File: src/common/apu_params.svh
`ifndef APU_PARAMS_SVH
`define APU_PARAMS_SVH

// AXI4-Lite widths
`define APU_ADDR_W 8
`define APU_DATA_W 32

// Register map, in 32-bit word offsets
`define APU_REG_P1 0
`define APU_REG_P2 4
`define APU_REG_STATUS 21

// Channel ticks per quarter frame
`define APU_QFRAME_TICKS 3729

`endif

File: src/common/apu_bus_pkg.sv
`include "apu_params.svh"

package apu_bus_pkg;

	typedef enum logic [1:0] {
		OKAY   = 2'b00,
		SLVERR = 2'b10
	} axil_resp_e;

	typedef struct packed {
		logic                       awvalid;
		logic [`APU_ADDR_W-1:0]     awaddr;
		logic                       wvalid;
		logic [`APU_DATA_W-1:0]     wdata;
		logic [`APU_DATA_W/8-1:0]   wstrb;
		logic                       bready;
		logic                       arvalid;
		logic [`APU_ADDR_W-1:0]     araddr;
		logic                       rready;
	} axil_req_t;

	typedef struct packed {
		logic                   awready;
		logic                   wready;
		logic                   bvalid;
		axil_resp_e             bresp;
		logic                   arready;
		logic                   rvalid;
		logic [`APU_DATA_W-1:0] rdata;
		axil_resp_e             rresp;
	} axil_rsp_t;

endpackage

File: src/common/apu_chan_pkg.sv
package apu_chan_pkg;

	// Register 0
	typedef struct packed {
		logic [1:0] duty;
		logic       halt;
		logic       const_vol;
		logic [3:0] volume;
	} pulse_ctrl_t;

	// Register 1
	typedef struct packed {
		logic       enable;
		logic [2:0] period;
		logic       negate;
		logic [2:0] shift;
	} pulse_sweep_t;

	// Register 3
	typedef struct packed {
		logic [4:0] len_idx;
		logic [2:0] timer_hi;
	} pulse_hi_t;

	// One written byte, meaning set by the register index
	typedef union packed {
		pulse_ctrl_t  ctrl;
		pulse_sweep_t sweep;
		logic [7:0]   timer_lo;
		pulse_hi_t    hi;
	} pulse_reg_u;

	typedef struct packed {
		pulse_ctrl_t  ctrl;
		pulse_sweep_t sweep;
		logic [7:0]   timer_lo;
		pulse_hi_t    hi;
	} pulse_regs_t;

	typedef struct packed {
		logic wr_sweep;
		logic wr_hi;
	} pulse_wr_t;

	typedef struct packed {
		logic tick;
		logic qframe;
		logic hframe;
	} frame_strb_t;

endpackage

File: src/apu_axil_regs.sv
`timescale 1ns/1ns
`include "apu_params.svh"

module apu_axil_regs (
	input  logic                      clk,
	input  logic                      rst_n,
	input  apu_bus_pkg::axil_req_t    bus_req,
	output apu_bus_pkg::axil_rsp_t    bus_rsp,
	output apu_chan_pkg::pulse_regs_t regs_p1,
	output apu_chan_pkg::pulse_regs_t regs_p2,
	output apu_chan_pkg::pulse_wr_t   wr_p1,
	output apu_chan_pkg::pulse_wr_t   wr_p2,
	output logic [1:0]                en,
	input  logic [1:0]                act
);

	localparam int WORD_W = `APU_ADDR_W - 2;

	function automatic logic in_block(input logic [WORD_W-1:0] word, input int base);
		logic [WORD_W-1:0] off;
		off = word - WORD_W'(base);
		return off[WORD_W-1:2] == '0;
	endfunction

	function automatic apu_chan_pkg::pulse_regs_t reg_write(
		input apu_chan_pkg::pulse_regs_t cur,
		input logic [1:0]                idx,
		input apu_chan_pkg::pulse_reg_u  b
	);
		apu_chan_pkg::pulse_regs_t nxt;
		nxt = cur;
		case (idx)
			2'd0: nxt.ctrl = b.ctrl;
			2'd1: nxt.sweep = b.sweep;
			2'd2: nxt.timer_lo = b.timer_lo;
			default: nxt.hi = b.hi;
		endcase
		return nxt;
	endfunction

	function automatic logic [7:0] reg_read(
		input apu_chan_pkg::pulse_regs_t cur,
		input logic [1:0]                idx
	);
		apu_chan_pkg::pulse_reg_u b;
		case (idx)
			2'd0: b.ctrl = cur.ctrl;
			2'd1: b.sweep = cur.sweep;
			2'd2: b.timer_lo = cur.timer_lo;
			default: b.hi = cur.hi;
		endcase
		return b;
	endfunction

	logic                    bvalid;
	logic                    rvalid;
	apu_bus_pkg::axil_resp_e bresp;
	apu_bus_pkg::axil_resp_e rresp;
	logic [`APU_DATA_W-1:0]  rdata;

	logic wr_take, rd_take, wr_ok;
	assign wr_take = bus_req.awvalid & bus_req.wvalid & ~bvalid;
	assign rd_take = bus_req.arvalid & ~rvalid;
	assign wr_ok = wr_take & bus_req.wstrb[0];

	logic [WORD_W-1:0] w_word, r_word;
	assign w_word = bus_req.awaddr[`APU_ADDR_W-1:2];
	assign r_word = bus_req.araddr[`APU_ADDR_W-1:2];

	logic w_p1, w_p2, w_stat, r_p1, r_p2, r_stat;
	assign w_p1 = in_block(w_word, `APU_REG_P1);
	assign w_p2 = in_block(w_word, `APU_REG_P2);
	assign w_stat = w_word == WORD_W'(`APU_REG_STATUS);
	assign r_p1 = in_block(r_word, `APU_REG_P1);
	assign r_p2 = in_block(r_word, `APU_REG_P2);
	assign r_stat = r_word == WORD_W'(`APU_REG_STATUS);

	apu_chan_pkg::pulse_reg_u wbyte;
	assign wbyte = bus_req.wdata[7:0];

	logic [1:0] en_nxt;
	assign en_nxt = (wr_ok && w_stat) ? bus_req.wdata[1:0] : en;

	// Disabled channels hold cleared registers and ignore writes
	always_ff @(posedge clk or negedge rst_n) begin
		if (!rst_n) begin
			en <= 2'b00;
			regs_p1 <= '0;
			regs_p2 <= '0;
			wr_p1 <= '0;
			wr_p2 <= '0;
		end else begin
			en <= en_nxt;
			if (!en_nxt[0])
				regs_p1 <= '0;
			else if (wr_ok && w_p1)
				regs_p1 <= reg_write(regs_p1, w_word[1:0], wbyte);
			if (!en_nxt[1])
				regs_p2 <= '0;
			else if (wr_ok && w_p2)
				regs_p2 <= reg_write(regs_p2, w_word[1:0], wbyte);
			wr_p1.wr_sweep <= wr_ok & w_p1 & en[0] & (w_word[1:0] == 2'd1);
			wr_p1.wr_hi <= wr_ok & w_p1 & en[0] & (w_word[1:0] == 2'd3);
			wr_p2.wr_sweep <= wr_ok & w_p2 & en[1] & (w_word[1:0] == 2'd1);
			wr_p2.wr_hi <= wr_ok & w_p2 & en[1] & (w_word[1:0] == 2'd3);
		end
	end

	always_ff @(posedge clk or negedge rst_n) begin
		if (!rst_n) begin
			bvalid <= 1'b0;
			rvalid <= 1'b0;
		end else begin
			if (wr_take)
				bvalid <= 1'b1;
			else if (bus_req.bready)
				bvalid <= 1'b0;
			if (rd_take)
				rvalid <= 1'b1;
			else if (bus_req.rready)
				rvalid <= 1'b0;
		end
	end

	always_ff @(posedge clk) begin
		if (wr_take)
			bresp <= (w_p1 | w_p2 | w_stat) ? apu_bus_pkg::OKAY : apu_bus_pkg::SLVERR;
		if (rd_take) begin
			rresp <= (r_p1 | r_p2 | r_stat) ? apu_bus_pkg::OKAY : apu_bus_pkg::SLVERR;
			if (r_p1)
				rdata <= {{(`APU_DATA_W-8){1'b0}}, reg_read(regs_p1, r_word[1:0])};
			else if (r_p2)
				rdata <= {{(`APU_DATA_W-8){1'b0}}, reg_read(regs_p2, r_word[1:0])};
			else if (r_stat)
				rdata <= {{(`APU_DATA_W-2){1'b0}}, act};
			else
				rdata <= '0;
		end
	end

	assign bus_rsp = '{
		awready: ~bvalid,
		wready:  ~bvalid,
		bvalid:  bvalid,
		bresp:   bresp,
		arready: ~rvalid,
		rvalid:  rvalid,
		rdata:   rdata,
		rresp:   rresp
	};

endmodule

File: src/apu_frame_seq.sv
`timescale 1ns/1ns
`include "apu_params.svh"

module apu_frame_seq (
	input  logic                      clk,
	input  logic                      rst_n,
	output apu_chan_pkg::frame_strb_t strb
);

	localparam int QT = `APU_QFRAME_TICKS;
	localparam int QW = $clog2(QT);

	logic          tick_q;
	logic [QW-1:0] qcnt;
	logic          half;
	logic          qlast;

	assign qlast = tick_q && (qcnt == QW'(QT - 1));

	always_ff @(posedge clk or negedge rst_n) begin
		if (!rst_n) begin
			tick_q <= 1'b0;
			qcnt <= '0;
			half <= 1'b0;
		end else begin
			tick_q <= ~tick_q;
			if (qlast) begin
				qcnt <= '0;
				half <= ~half;
			end else if (tick_q) begin
				qcnt <= qcnt + 1'b1;
			end
		end
	end

	// Half frame on every other quarter frame
	assign strb = '{tick: tick_q, qframe: qlast, hframe: qlast & half};

endmodule

File: src/pulse/apu_envelope.sv
`timescale 1ns/1ns

module apu_envelope (
	input  logic       clk,
	input  logic       rst_n,
	input  logic       qframe,
	input  logic       restart,
	input  logic       loop,
	input  logic       const_vol,
	input  logic [3:0] volume,
	output logic [3:0] out
);

	logic [3:0] div;
	logic [3:0] decay;

	// Volume field doubles as the divider period
	always_ff @(posedge clk or negedge rst_n) begin
		if (!rst_n) begin
			div <= 4'd0;
			decay <= 4'd0;
		end else if (restart) begin
			div <= volume;
			decay <= 4'd15;
		end else if (qframe) begin
			if (div == 4'd0) begin
				div <= volume;
				if (decay != 4'd0)
					decay <= decay - 4'd1;
				else if (loop)
					decay <= 4'd15;
			end else begin
				div <= div - 4'd1;
			end
		end
	end

	assign out = const_vol ? volume : decay;

endmodule

File: src/pulse/apu_length_counter.sv
`timescale 1ns/1ns

module apu_length_counter (
	input  logic       clk,
	input  logic       rst_n,
	input  logic       hframe,
	input  logic       en,
	input  logic       halt,
	input  logic       load,
	input  logic [4:0] idx,
	output logic       act
);

	// Length in half frames, indexed by the 5-bit load value
	localparam logic [7:0] LEN_TAB [32] = '{
		8'd10,  8'd254, 8'd20,  8'd2,   8'd40,  8'd4,   8'd80,  8'd6,
		8'd160, 8'd8,   8'd60,  8'd10,  8'd14,  8'd12,  8'd26,  8'd14,
		8'd12,  8'd16,  8'd24,  8'd18,  8'd48,  8'd20,  8'd96,  8'd22,
		8'd192, 8'd24,  8'd72,  8'd26,  8'd16,  8'd28,  8'd32,  8'd30
	};

	logic [7:0] cnt;

	always_ff @(posedge clk or negedge rst_n) begin
		if (!rst_n) begin
			cnt <= 8'd0;
		end else if (!en) begin
			cnt <= 8'd0;
		end else if (load) begin
			cnt <= LEN_TAB[idx];
		end else if (hframe && !halt && cnt != 8'd0) begin
			cnt <= cnt - 8'd1;
		end
	end

	assign act = cnt != 8'd0;

endmodule

File: src/pulse/apu_pulse.sv
`timescale 1ns/1ns

module apu_pulse #(
	parameter logic ones_comp_neg = 1'b0
) (
	input  logic                      clk,
	input  logic                      rst_n,
	input  apu_chan_pkg::pulse_regs_t regs,
	input  apu_chan_pkg::pulse_wr_t   wr,
	input  apu_chan_pkg::frame_strb_t strb,
	input  logic                      en,
	output logic                      act,
	output logic [3:0]                out
);

	logic [3:0] env_out;

	apu_envelope i_envelope (
		.clk       (clk),
		.rst_n     (rst_n),
		.qframe    (strb.qframe),
		.restart   (wr.wr_hi),
		.loop      (regs.ctrl.halt),
		.const_vol (regs.ctrl.const_vol),
		.volume    (regs.ctrl.volume),
		.out       (env_out)
	);

	apu_length_counter i_length (
		.clk    (clk),
		.rst_n  (rst_n),
		.hframe (strb.hframe),
		.en     (en),
		.halt   (regs.ctrl.halt),
		.load   (wr.wr_hi),
		.idx    (regs.hi.len_idx),
		.act    (act)
	);

	logic [10:0] reg_period;
	assign reg_period = {regs.hi.timer_hi, regs.timer_lo};

	// Sweep target, carry out of the adder flags an upward overflow
	logic [10:0] delta;
	logic [11:0] swp_sum;
	logic        swp_mute;
	logic [10:0] period;

	assign delta = period >> regs.sweep.shift;
	assign swp_sum = {1'b0, period} + {1'b0, regs.sweep.negate ? ~delta : delta}
		+ 12'(regs.sweep.negate & ~ones_comp_neg);
	assign swp_mute = ~regs.sweep.negate & swp_sum[11];

	logic [2:0] swp_div;
	logic       swp_reload;
	logic       swp_apply;

	assign swp_apply = strb.hframe && swp_div == 3'd0 && regs.sweep.enable
		&& regs.sweep.shift != 3'd0 && !swp_mute;

	always_ff @(posedge clk or negedge rst_n) begin
		if (!rst_n) begin
			swp_div <= 3'd0;
			swp_reload <= 1'b0;
		end else if (!en) begin
			swp_div <= 3'd0;
			swp_reload <= 1'b0;
		end else begin
			if (wr.wr_sweep)
				swp_reload <= 1'b1;
			else if (strb.hframe)
				swp_reload <= 1'b0;
			if (strb.hframe) begin
				if (swp_reload || swp_div == 3'd0)
					swp_div <= regs.sweep.period;
				else
					swp_div <= swp_div - 3'd1;
			end
		end
	end

	always_ff @(posedge clk or negedge rst_n) begin
		if (!rst_n)
			period <= 11'd0;
		else if (!en)
			period <= 11'd0;
		else if (wr.wr_hi)
			period <= reg_period;
		else if (swp_apply)
			period <= swp_sum[10:0];
	end

	logic [10:0] timer;
	logic [2:0]  seq;

	always_ff @(posedge clk or negedge rst_n) begin
		if (!rst_n) begin
			timer <= 11'd0;
			seq <= 3'd0;
		end else if (!en) begin
			timer <= 11'd0;
			seq <= 3'd0;
		end else if (wr.wr_hi) begin
			timer <= reg_period;
			seq <= 3'd0;
		end else if (strb.tick) begin
			if (timer == 11'd0) begin
				timer <= period;
				seq <= seq - 3'd1;
			end else begin
				timer <= timer - 11'd1;
			end
		end
	end

	// 1/8, 2/8, 4/8 and 6/8 patterns
	logic duty_hi;
	always_comb begin
		case (regs.ctrl.duty)
			2'd0: duty_hi = seq == 3'b111;
			2'd1: duty_hi = seq[2:1] == 2'b11;
			2'd2: duty_hi = seq[2];
			default: duty_hi = seq[2:1] != 2'b11;
		endcase
	end

	logic gate;
	assign gate = en & act & (period[10:3] != 8'd0) & ~swp_mute & duty_hi;
	assign out = gate ? env_out : 4'd0;

endmodule

File: src/apu_top.sv
`timescale 1ns/1ns

module apu_top (
	input  logic                   clk,
	input  logic                   rst_n,
	input  apu_bus_pkg::axil_req_t bus_req,
	output apu_bus_pkg::axil_rsp_t bus_rsp,
	output logic [4:0]             sample
);

	apu_chan_pkg::pulse_regs_t regs_p1, regs_p2;
	apu_chan_pkg::pulse_wr_t   wr_p1, wr_p2;
	apu_chan_pkg::frame_strb_t strb;
	logic [1:0]                en;
	logic [1:0]                act;
	logic [3:0]                out_p1, out_p2;

	apu_axil_regs i_axil_regs (
		.clk     (clk),
		.rst_n   (rst_n),
		.bus_req (bus_req),
		.bus_rsp (bus_rsp),
		.regs_p1 (regs_p1),
		.regs_p2 (regs_p2),
		.wr_p1   (wr_p1),
		.wr_p2   (wr_p2),
		.en      (en),
		.act     (act)
	);

	apu_frame_seq i_frame_seq (
		.clk   (clk),
		.rst_n (rst_n),
		.strb  (strb)
	);

	// First channel negates with ones complement
	apu_pulse #(.ones_comp_neg(1'b1)) i_pulse1 (
		.clk   (clk),
		.rst_n (rst_n),
		.regs  (regs_p1),
		.wr    (wr_p1),
		.strb  (strb),
		.en    (en[0]),
		.act   (act[0]),
		.out   (out_p1)
	);

	apu_pulse #(.ones_comp_neg(1'b0)) i_pulse2 (
		.clk   (clk),
		.rst_n (rst_n),
		.regs  (regs_p2),
		.wr    (wr_p2),
		.strb  (strb),
		.en    (en[1]),
		.act   (act[1]),
		.out   (out_p2)
	);

	always_ff @(posedge clk or negedge rst_n) begin
		if (!rst_n)
			sample <= 5'd0;
		else
			sample <= {1'b0, out_p1} + {1'b0, out_p2};
	end

endmodule

File: config.mk
export PLATFORM = sky130hd
export DESIGN_NAME = apu_top
export DESIGN_NICKNAME = d
export VERILOG_FILES = /design/src/common/apu_bus_pkg.sv /design/src/common/apu_chan_pkg.sv /design/src/apu_axil_regs.sv /design/src/apu_frame_seq.sv /design/src/pulse/apu_envelope.sv /design/src/pulse/apu_length_counter.sv /design/src/pulse/apu_pulse.sv /design/src/apu_top.sv
export VERILOG_INCLUDE_DIRS = /design/src /design/src/common
export SDC_FILE = /design/constraint.sdc
export NUM_CORES = 1
export LEC_CHECK = 0
export BUFFER_PORTS_ARGS = -buffer_cell sky130_fd_sc_hd__buf_4
export CORE_UTILIZATION = 55
export DETAILED_ROUTE_END_ITERATION = 6
export GPL_TIMING_DRIVEN = 1
export PLACE_DENSITY = 0.77
export SLEW_MARGIN = 20
export SYNTH_ARGS = -nofsm -noshare
export SYNTH_HDL_FRONTEND = slang
export SYNTH_SLANG_ARGS = --single-unit
File: constraint.sdc
create_clock -name clk -period 4.2 [get_ports clk]
set_input_delay 1.26 -clock clk [delete_from_list [all_inputs] [get_ports clk]]
set_output_delay 1.26 -clock clk [all_outputs]
set_load 0.03 [all_outputs]
==> flow_summary.json <==
{
  "antenna_found_initial": 0,
  "setup_violations": 0,
  "cp-start-kind": "register",
  "placedCellCount": 1768,
  "core_mm2": 0.0229,
  "path_class": "register to register",
  "grt_pass1_wl_mm": 56.1,
  "path_cells": "buf_12 -> buf_4 -> mux2i_1 -> mux4_2 -> xnor2_1 -> ha_1 -> nand3_1 -> a21oi_1 -> o211ai_2 -> and2_1 -> o211ai_1 -> buf_4 -> nor2_1 -> ha_1 -> inv_1 -> fa_2 -> nor2b_1 -> o21ai_0 -> nand2b_1",
  "postSynthCellCount": 1421,
  "ys.flop_type": "dfrtp_1",
  "io_buffers": 47,
  "cp_num_buf_inv": 4,
  "end_kind": "register",
  "p_per_area_mw_per_mm2": 257,
  "gp_congestion": 0.941,
  "clkSlewWorstSetupHoldPaths_ps": 70,
  "leakagePower_nw": 6.42,
  "syn_area_mm2": 0.0130,
  "period_share_pct": 96.3,
  "cp.required_ps": 4520,
  "num_vias": 11200,
  "grt.total_usage_pct": 29.5,
  "critPathSlowestCell": "mux4_2",
  "met2_length_mm": 16.0,
  "clock_sinks": 191,
  "die_h_um": 156,
  "peakVddDrop_mv": 0.224,
  "multi_input_comb_area_mm2": 0.00755,
  "slowest_delay_ps": 480,
  "synthToLayoutAreaGrowth_pct": 12.1,
  "row_count": 55,
  "cpLargestDelayFamily": "compound AO/OA/AOI/OAI gates",
  "dp_worst_setup_slack_ps": 16.3,
  "start_util_pct": 56.8,
  "nets": 1595,
  "grt_pass1_vias": 10600,
  "ant_nets": 0,
  "firstDrtPassIters": 5,
  "wl_met3_mm": 2.72,
  "crit_path_max_fanout": 5,
  "synth.top_cell.area_share_pct": 34.8,
  "cts_buffers": 17,
  "r2r_setup_slack_ps": 160,
  "ys_seq_area_share_pct": 37.1,
  "clock_latency_ps": 440,
  "yosysUniqueCellTypes": 75,
  "tightest_slew_ps": 1140,
  "synth_area_leader_cell": "dfrtp_1",
  "max_freq_mhz": 247,
  "overflow": 0,
  "wl_met1_mm": 15.3,
  "crit_arrival_ps": 4370,
  "instances_no_fill": 1803,
  "dieArea_mm2": 0.0243,
  "htree_levels": 4,
  "period_needed_ps": 4040,
  "relSlewSlack_pct": 23.7,
  "drive_above_1_share_pct": 15.4,
  "grt_max_degree": 90,
  "synth_area_leaders": "dfrtp_1 35%, mux2i_1 8.4%, ha_1 5.4%",
  "fillers": 1862,
  "ioPinCount": 105,
  "routedWlPerCell_um": 19.2,
  "cts_tree": "done",
  "avgSynthCellArea_um2": 9.15,
  "drc": 0,
  "drt_iter0_drc": 874,
  "routed_wl_mm": 34.7,
  "dp_hpwl_mm": 24.6,
  "synthArstFlopShare_pct": 94.8,
  "drv_slew": 0,
  "fin_skew_ps": 14.5,
  "clockBufferDepth": 2,
  "netlist_top_cells_count": "181 x dfrtp_1, 174 x nor2_1, 109 x mux2i_1",
  "setup_slack_ps": 156,
  "clockRootBuffer": "clkbuf_16",
  "hold_viol_final": 0,
  "die_x_um": 156,
  "synth-edff-count": 10,
  "diodes": 0,
  "top_layer_used": "met4",
  "hold_class": "register to register",
  "hold_buffers": 0,
  "max_cap_viol_count": 0,
  "ys.warnings.count": 0,
  "status": "complete, no violations",
  "synth_seq_cells": 191,
  "via_per_inst": 6.24,
  "yosysMostFrequentCell": "dfrtp_1",
  "seq_area_mm2": 0.00483
}
[state kept, by name (all words and copies together), names as in the netlist, 4 cells and up]
signal                     count
i_axil_regs.regs_p1           32
i_axil_regs.regs_p2           32
i_frame_seq.qcnt              12
i_pulse1.period               11
i_pulse1.timer                11
i_pulse2.period               11
i_pulse2.timer                11
i_axil_regs.rdata              8
i_pulse1.i_length.cnt          8
i_pulse2.i_length.cnt          8
sample                         5
i_pulse1.i_envelope.decay      4
i_pulse1.i_envelope.div        4
i_pulse2.i_envelope.decay      4
i_pulse2.i_envelope.div        4
[path summary, 6_finish.rpt]
path / startpoint / to / cells past startpoint
max: i_axil_regs.regs_p2[17] / sample[4] / 19
min: i_axil_regs.wr_p2[1] / i_pulse2.swp_reload / 2
max reg2reg: i_axil_regs.regs_p2[17] / sample[4] / 19
max in group asynchronous: rst_n / i_axil_regs.regs_p1[0] / 2
min in group asynchronous: rst_n / i_frame_seq.qcnt[8] / 1
min reg2reg: i_axil_regs.wr_p2[1] / i_pulse2.swp_reload / 2
[cell usage in the layout, fill, tap and decap left out, drive strengths merged, types with 12 or more instances in the layout]
cell    Yosys  final
a211oi     22     22
a21oi     103    103
buf        52    123
clkbuf     61     22
conb        1     26
dfrtp     181    181
ha         56     56
inv        62     68
mux2       16     16
mux2i     110    110
mux4       23     23
nand2      92     92
nand3      23     23
nor2      174    174
nor2b      13     13
nor3       33     33
nor4       18     18
o211ai     15     15
o21ai      90     90
o21bai     12     12
o31ai      15     15
or3        12     12
xnor2      41     41
xor2       23     23
[final cells by class]
type / instances / share of cell area, %
Clock buffer: 20 / 3.21
Clock inverter: 12 / 0.841
Inverter: 64 / 1.65
Multi-Input combinational cell: 1078 / 51.8
Sequential cell: 191 / 33.2
Tap cell: 313 / 2.69
Timing Repair Buffer: 125 / 6.64
[worst register-to-register path: cells and delay by family (launching register included)]
kind	cells	cell delay, ps
AND/OR/NAND/NOR	5	470
flip-flops	1	430
AO/OA/AOI/OAI	4	840
XOR/XNOR	1	190
adder cells (fa/ha/maj)	3	780
multiplexers	2	630
buffers and inverters	4	580
[per-stage QoR]
step                      total power [mW]  hold WS [ps]  cell area, um2  TNS [ps]  utilization [%]
after floorplan                       2.05           438           13100         0                -
after global placement                2.14           441           13900         0             60.6
after detailed placement              2.14           458           13900         0             60.6
after CTS                             3.75           477           14500         0             63.2
after global routing                  3.85           492           14600     -41.3             63.6
final                                 3.75           474           14600         0             63.6
[what timing repair did]
action	in CTS	in global routing
setup buffers	0	3
endpoints found under the setup margin	1	3
resized for setup	1	14
endpoints found under the hold margin	0	0
pin swaps	0	5
[cells by family after synthesis]
logic type | share of synthesized area, %
flip-flops | 37.1
multiplexers | 13.9
XOR/XNOR | 4.31
AND/OR/NAND/NOR | 15.6
other | 0.0288
buffers and inverters | 6.03
AO/OA/AOI/OAI | 17.1
adder cells (fa/ha/maj) | 5.85
[power by group]
group | internal, mW | switching (mW) | total (mW) | leakage, nW
clock network | 0.885 | 0.755 | 1.64 | 0.279
registers | 1.86 | 0.00875 | 1.87 | 2.60
logic | 0.0616 | 0.173 | 0.235 | 3.54
[routing by layer]
metal  vias to the layer above  GRT usage [%]
met1                      5497           42.2
met3                        48           4.22
met2                       512           46.3
met4                         0           9.15
li1                       5190              -
met5                         -              0
(Power assumes the default switching activity.)
